--- config.mk ---
export PLATFORM = sky130hd
export DESIGN_NAME = sim_ctrl_flat
export DESIGN_NICKNAME = d
export VERILOG_FILES = /design/src/simple_system_pkg.sv /design/src/dev_bus_if.sv /design/src/sim_ctrl.sv /design/src/flat_wrapper.sv
export SDC_FILE = /design/constraint.sdc
export NUM_CORES = 1
export LEC_CHECK = 0
export ABC_AREA = 0
export BUFFER_PORTS_ARGS = -buffer_cell sky130_fd_sc_hd__buf_2
export CORE_MARGIN = 2
export CORE_UTILIZATION = 25
export DETAILED_ROUTE_END_ITERATION = 16
export GPL_TIMING_DRIVEN = 0
export HOLD_SLACK_MARGIN = 0.12
export PLACE_DENSITY = 0.84
export SETUP_SLACK_MARGIN = 0.5
export SLEW_MARGIN = 10
export SYNTH_ARGS = -nofsm -noshare
export SYNTH_HDL_FRONTEND = slang
export SYNTH_SLANG_ARGS = --single-unit
--- constraint.sdc ---
create_clock -name clk_i -period 0.8 [get_ports clk_i]
set_input_delay 0.12 -clock clk_i [delete_from_list [all_inputs] [get_ports clk_i]]
set_output_delay 0.12 -clock clk_i [all_outputs]
set_load 0.1 [all_outputs]
--- src/simple_system_pkg.sv ---
/*
 * Simple system shared definitions
 * Bus widths, device indices, address map and device register offsets
 */
package simple_system_pkg;

  // Bus word geometry
  localparam int unsigned data_width = 32;
  localparam int unsigned addr_width = 32;
  localparam int unsigned be_width   = data_width / 8;

  // Device ports on the decoder
  typedef enum logic [1:0] {
    dev_ram      = 2'd0,
    dev_sim_ctrl = 2'd1,
    dev_timer    = 2'd2
  } bus_device_e;

  localparam int unsigned nr_devices = 3;

  // Address map, each window is 1 kB
  localparam logic [addr_width-1:0] ram_base      = 32'h0010_0000;
  localparam logic [addr_width-1:0] ram_mask      = 32'hFFFF_FC00;
  localparam logic [addr_width-1:0] sim_ctrl_base = 32'h0002_0000;
  localparam logic [addr_width-1:0] sim_ctrl_mask = 32'hFFFF_FC00;
  localparam logic [addr_width-1:0] timer_base    = 32'h0003_0000;
  localparam logic [addr_width-1:0] timer_mask    = 32'hFFFF_FC00;

  // Offset bits inside one device window
  localparam int unsigned dev_off_width = 10;

  localparam int unsigned ram_depth = 256;

  // Timer registers
  localparam logic [dev_off_width-1:0] timer_reg_mtime_lo    = 10'h000;
  localparam logic [dev_off_width-1:0] timer_reg_mtime_hi    = 10'h004;
  localparam logic [dev_off_width-1:0] timer_reg_mtimecmp_lo = 10'h008;
  localparam logic [dev_off_width-1:0] timer_reg_mtimecmp_hi = 10'h00C;

  // Simulation control registers
  localparam logic [dev_off_width-1:0] sim_ctrl_char_off = 10'h000;
  localparam logic [dev_off_width-1:0] sim_ctrl_halt_off = 10'h008;

endpackage
--- src/dev_bus_if.sv ---
/*
 * Device bus port
 * One request/response link between the decoder and a device
 */
interface dev_bus_if;

  import simple_system_pkg::*;

  // Request, driven by the decoder
  logic                  req;
  logic                  we;
  logic [be_width-1:0]   be;
  logic [addr_width-1:0] addr;
  logic [data_width-1:0] wdata;

  // Response, one cycle after req
  logic                  rvalid;
  logic [data_width-1:0] rdata;
  logic                  err;

  modport host (
    output req, we, be, addr, wdata,
    input  rvalid, rdata, err
  );

  modport device (
    input  req, we, be, addr, wdata,
    output rvalid, rdata, err
  );

endinterface

--- src/sim_ctrl.sv ---
/*
 * Simulation control device
 * Character output strobe and a sticky halt flag
 */
module sim_ctrl (
  input  logic       clk_i,
  input  logic       arst_n_i,
  dev_bus_if.device  bus_i,
  output logic       char_valid_o,
  output logic [7:0] char_o,
  output logic       halt_o
);

  import simple_system_pkg::*;

  logic [dev_off_width-1:0] offset;
  logic                     wr;
  logic                     char_wr;
  logic                     halt_wr;
  logic                     rvalid_q;
  logic                     char_valid_q;
  logic [7:0]               char_q;
  logic                     halt_q;

  assign offset  = bus_i.addr[dev_off_width-1:0];
  assign wr      = bus_i.req & bus_i.we;
  assign char_wr = wr & (offset == sim_ctrl_char_off) & bus_i.be[0];
  assign halt_wr = wr & (offset == sim_ctrl_halt_off) & bus_i.wdata[0];

  always_ff @(posedge clk_i or negedge arst_n_i) begin
    if (!arst_n_i) begin
      rvalid_q     <= 1'b0;
      char_valid_q <= 1'b0;
      halt_q       <= 1'b0;
    end else begin
      rvalid_q     <= bus_i.req;
      char_valid_q <= char_wr;
      // Only reset clears halt
      if (halt_wr) begin
        halt_q <= 1'b1;
      end
    end
  end

  always_ff @(posedge clk_i) begin
    if (char_wr) begin
      char_q <= bus_i.wdata[7:0];
    end
  end

  assign char_valid_o = char_valid_q;
  assign char_o       = char_q;
  assign halt_o       = halt_q;

  // Nothing readable here
  assign bus_i.rvalid = rvalid_q;
  assign bus_i.rdata  = '0;
  assign bus_i.err    = 1'b0;

endmodule

--- src/flat_wrapper.sv ---
// flat-port wrapper written by rule: the top's interface ports become plain ports
module sim_ctrl_flat import simple_system_pkg::*;
  (clk_i, arst_n_i, char_valid_o, char_o, halt_o, bus_i_req, bus_i_we, bus_i_be, bus_i_addr, bus_i_wdata, bus_i_rvalid, bus_i_rdata, bus_i_err);
  dev_bus_if bus_i_i ();
  input  logic clk_i;
  input  logic arst_n_i;
  output logic char_valid_o;
  output logic [7:0] char_o;
  output logic halt_o;
  input wire logic [$bits(bus_i_i.req)-1:0] bus_i_req;
  input wire logic [$bits(bus_i_i.we)-1:0] bus_i_we;
  input wire logic [$bits(bus_i_i.be)-1:0] bus_i_be;
  input wire logic [$bits(bus_i_i.addr)-1:0] bus_i_addr;
  input wire logic [$bits(bus_i_i.wdata)-1:0] bus_i_wdata;
  output wire logic [$bits(bus_i_i.rvalid)-1:0] bus_i_rvalid;
  output wire logic [$bits(bus_i_i.rdata)-1:0] bus_i_rdata;
  output wire logic [$bits(bus_i_i.err)-1:0] bus_i_err;
  assign bus_i_i.req = bus_i_req;
  assign bus_i_i.we = bus_i_we;
  assign bus_i_i.be = bus_i_be;
  assign bus_i_i.addr = bus_i_addr;
  assign bus_i_i.wdata = bus_i_wdata;
  assign bus_i_rvalid = bus_i_i.rvalid;
  assign bus_i_rdata = bus_i_i.rdata;
  assign bus_i_err = bus_i_i.err;
  sim_ctrl u_core (.clk_i(clk_i), .arst_n_i(arst_n_i), .bus_i(bus_i_i), .char_valid_o(char_valid_o), .char_o(char_o), .halt_o(halt_o));
endmodule
==> impl_metrics.json <==
{
  "routabilityCongestion": 0.5913,
  "cts_max_level": 1,
  "max_freq_mhz": 949.1,
  "antenna_found_initial": 0,
  "layout.nets": 197,
  "cap_violations": 0,
  "vias": 515,
  "p_per_area_nw_per_um2": 1693,
  "clk_latency_ps": 260,
  "path_buf_inv": 1,
  "cts_made_buffers": 3,
  "preCtsSetupSlack_ps": -528.6,
  "cts_tree": "built",
  "overflow": 0,
  "critPathTopFamily": "flip-flops",
  "core_area_um2": 2276,
  "ff2ff_setup_slack_ps": 10,
  "yosysTopAreaCellShare_pct": 40.16,
  "syn_area_um2": 616.8,
  "slowest_stage": "dfrtp_4",
  "numClockSinks": 11,
  "start_util_pct": 27.10,
  "post-synth-top-area-cell": "buf_4",
  "die_h_um": 53.67,
  "wl_per_cell_um": 9.414,
  "max_stage_delay_ps": 490,
  "path_max_fanout": 2,
  "layout_common_cells": "buf_4, conb_1, buf_2, buf_6, edfxtp_1",
  "grt_pass1_vias": 492,
  "drt-pass1-iter-count": 4,
  "start_kind": "flip-flop",
  "timing_worst_setup_path_type": "reg2out",
  "first_iter_violations": 6,
  "viasPerCell": 3.388,
  "die_x_um": 53.67,
  "synthTopCellsByArea": "buf_4, edfxtp_1, dfrtp_1",
  "worstRegToRegCells": 1,
  "ant_nets": 0,
  "min_period_over_period_pct": 131.7,
  "drcViolationCount": 0,
  "fin_cells": 152,
  "syn_to_final_growth_pct": 83.16,
  "track_usage_pct": 9.674,
  "cts.clk_slew.worst_paths_ps": 70,
  "routed_wirelength_um": 1431,
  "netlist_instances": 53,
  "grt.busiest_layer": "met2",
  "rsz0062_at_grt": "yes",
  "use_met1_pct": 8.076,
  "critical_path_arrival_ps": 930,
  "root_buffer": "clkbuf_4",
  "synth_warnings": 0,
  "worstPathRequired_ps": 680,
  "ioPinCount": 116,
  "fin_crit_ps": 1054,
  "synth.avg_cell_area_um2": 11.64,
  "grt.met3_usage_pct": 3.611,
  "rows": 17,
  "hold_buffers": 1,
  "fp.dieArea_um2": 2880,
  "grt_pass1_wl_um": 1973,
  "layout_setup_ws_ps": -253.6,
  "drv_slew": 0,
  "critPathCaptureType": "primary output",
  "post-cts-setup-buffer-count": 0,
  "synth-seq-area-share_pct": 51.12,
  "hold_path_class": "in2async",
  "outcome": "complete, but fails checks",
  "p_leak_nw": 0.6092,
  "cts_buffer_depth": 2,
  "r2r_start": "u_core.halt_o$_DFFE_PN0P_",
  "failed_checks": "hold timing, setup timing",
  "hold_slack_ps": -189.1,
  "finalSetupTns_ps": -2974,
  "setup_viol": 19,
  "grt_use_met2_pct": 19.11,
  "ys_ff_latch": 11,
  "skew_ps": 0,
  "peakVddDrop_mv": 0.9782,
  "drive_above_1_share_pct": 62.10,
  "hold_violations": 4,
  "io_buffers": 33,
  "critical_path.cell_chain": "buf_12",
  "synth_cell_types": 10,
  "post-place-cells": 146,
  "dp_hpwl_um": 1229,
  "grt_max_degree": 7,
  "insertedDiodeCount": 0,
  "reg2reg_to": "u_core.halt_o$_DFFE_PN0P_"
}
-- where the power goes --
part           total, mW  switching, mW  internal (mW)
Clock              0.365          0.172          0.193
Combinational      0.929          0.752          0.177
Sequential         0.619        0.00251          0.617
-- kinds of logic after synthesis --
kind of cell | after synthesis | share of synthesized area, %
buffers and inverters | 33 | 40.16
flip-flops | 11 | 51.12
AND/OR/NAND/NOR | 7 | 6.694
AO/OA/AOI/OAI | 1 | 1.420
other | 1 | 0.6079
-- final cells by class --
| type | instances | area [um^2] |
|---|---|---|
| buffer | 33 | 247.7 |
| clock buffer | 4 | 26.28 |
| tap | 28 | 35.03 |
| fill | 216 | 1146 |
| timing repair buffer | 34 | 280.3 |
| multi-input combinational | 42 | 216.5 |
| sequential | 11 | 324.1 |
-- cells in the mapped netlist --
| library cell | count |
|---|---|
| conb_1 | 1 |
| nor3_1 | 2 |
| buf_4 | 33 |
| a31o_1 | 1 |
| nor4_1 | 1 |
| edfxtp_1 | 8 |
| nand2_1 | 1 |
| nor4b_1 | 1 |
| dfrtp_1 | 3 |
| and3_1 | 2 |
-- worst max path at each step --
stage / from / to / slack (ps) / cells past startpoint
after floorplan: bus_i_addr[9] / u_core.char_o[0]$_DFFE_PP_ / -260 / 3
after global placement: bus_i_addr[9] / u_core.char_o[7]$_DFFE_PP_ / -520 / 4
after detailed placement: bus_i_addr[9] / u_core.char_o[7]$_DFFE_PP_ / -530 / 4
after CTS: u_core.halt_o$_DFFE_PN0P_ / halt_o / -260 / 1
after global routing: u_core.halt_o$_DFFE_PN0P_ / halt_o / -280 / 1
final: u_core.halt_o$_DFFE_PN0P_ / halt_o / -250 / 1
-- metrics by stage --
step / instance area, um^2 / util (%) / hold slack (ps) / total power [mW]
floorplan: 750.7 / - / -175.6 / 1.456
global placement: 950.9 / 41.78 / -83.86 / 1.514
detailed placement: 950.9 / 41.78 / -83.10 / 1.518
CTS: 1127 / 49.53 / -28.45 / 1.919
global route: 1130 / 49.64 / -182.5 / 1.981
finish: 1130 / 49.64 / -189.1 / 1.913
-- state kept, by name, summed over array words and instances, names as in the netlist --
register,flops
u_core.bus_i.rvalid,1
u_core.halt_o,1
u_core.char_o,8
u_core.char_valid_o,1
-- what timing repair did --
action / in CTS / in global routing
cloned: 1 / 0
setup endpoints to repair: 21 / 24
pin swaps: 2 / 0
gates resized for setup: 34 / 1
hold endpoints to repair: 12 / 12
-- metal layers --
metal	wire length (um)	share of wire (%)
met3	218	15
met1	387	27
met4	0	0
met5	0	0
met2	825	58
Note: power is estimated with default switching activity, not from simulation.
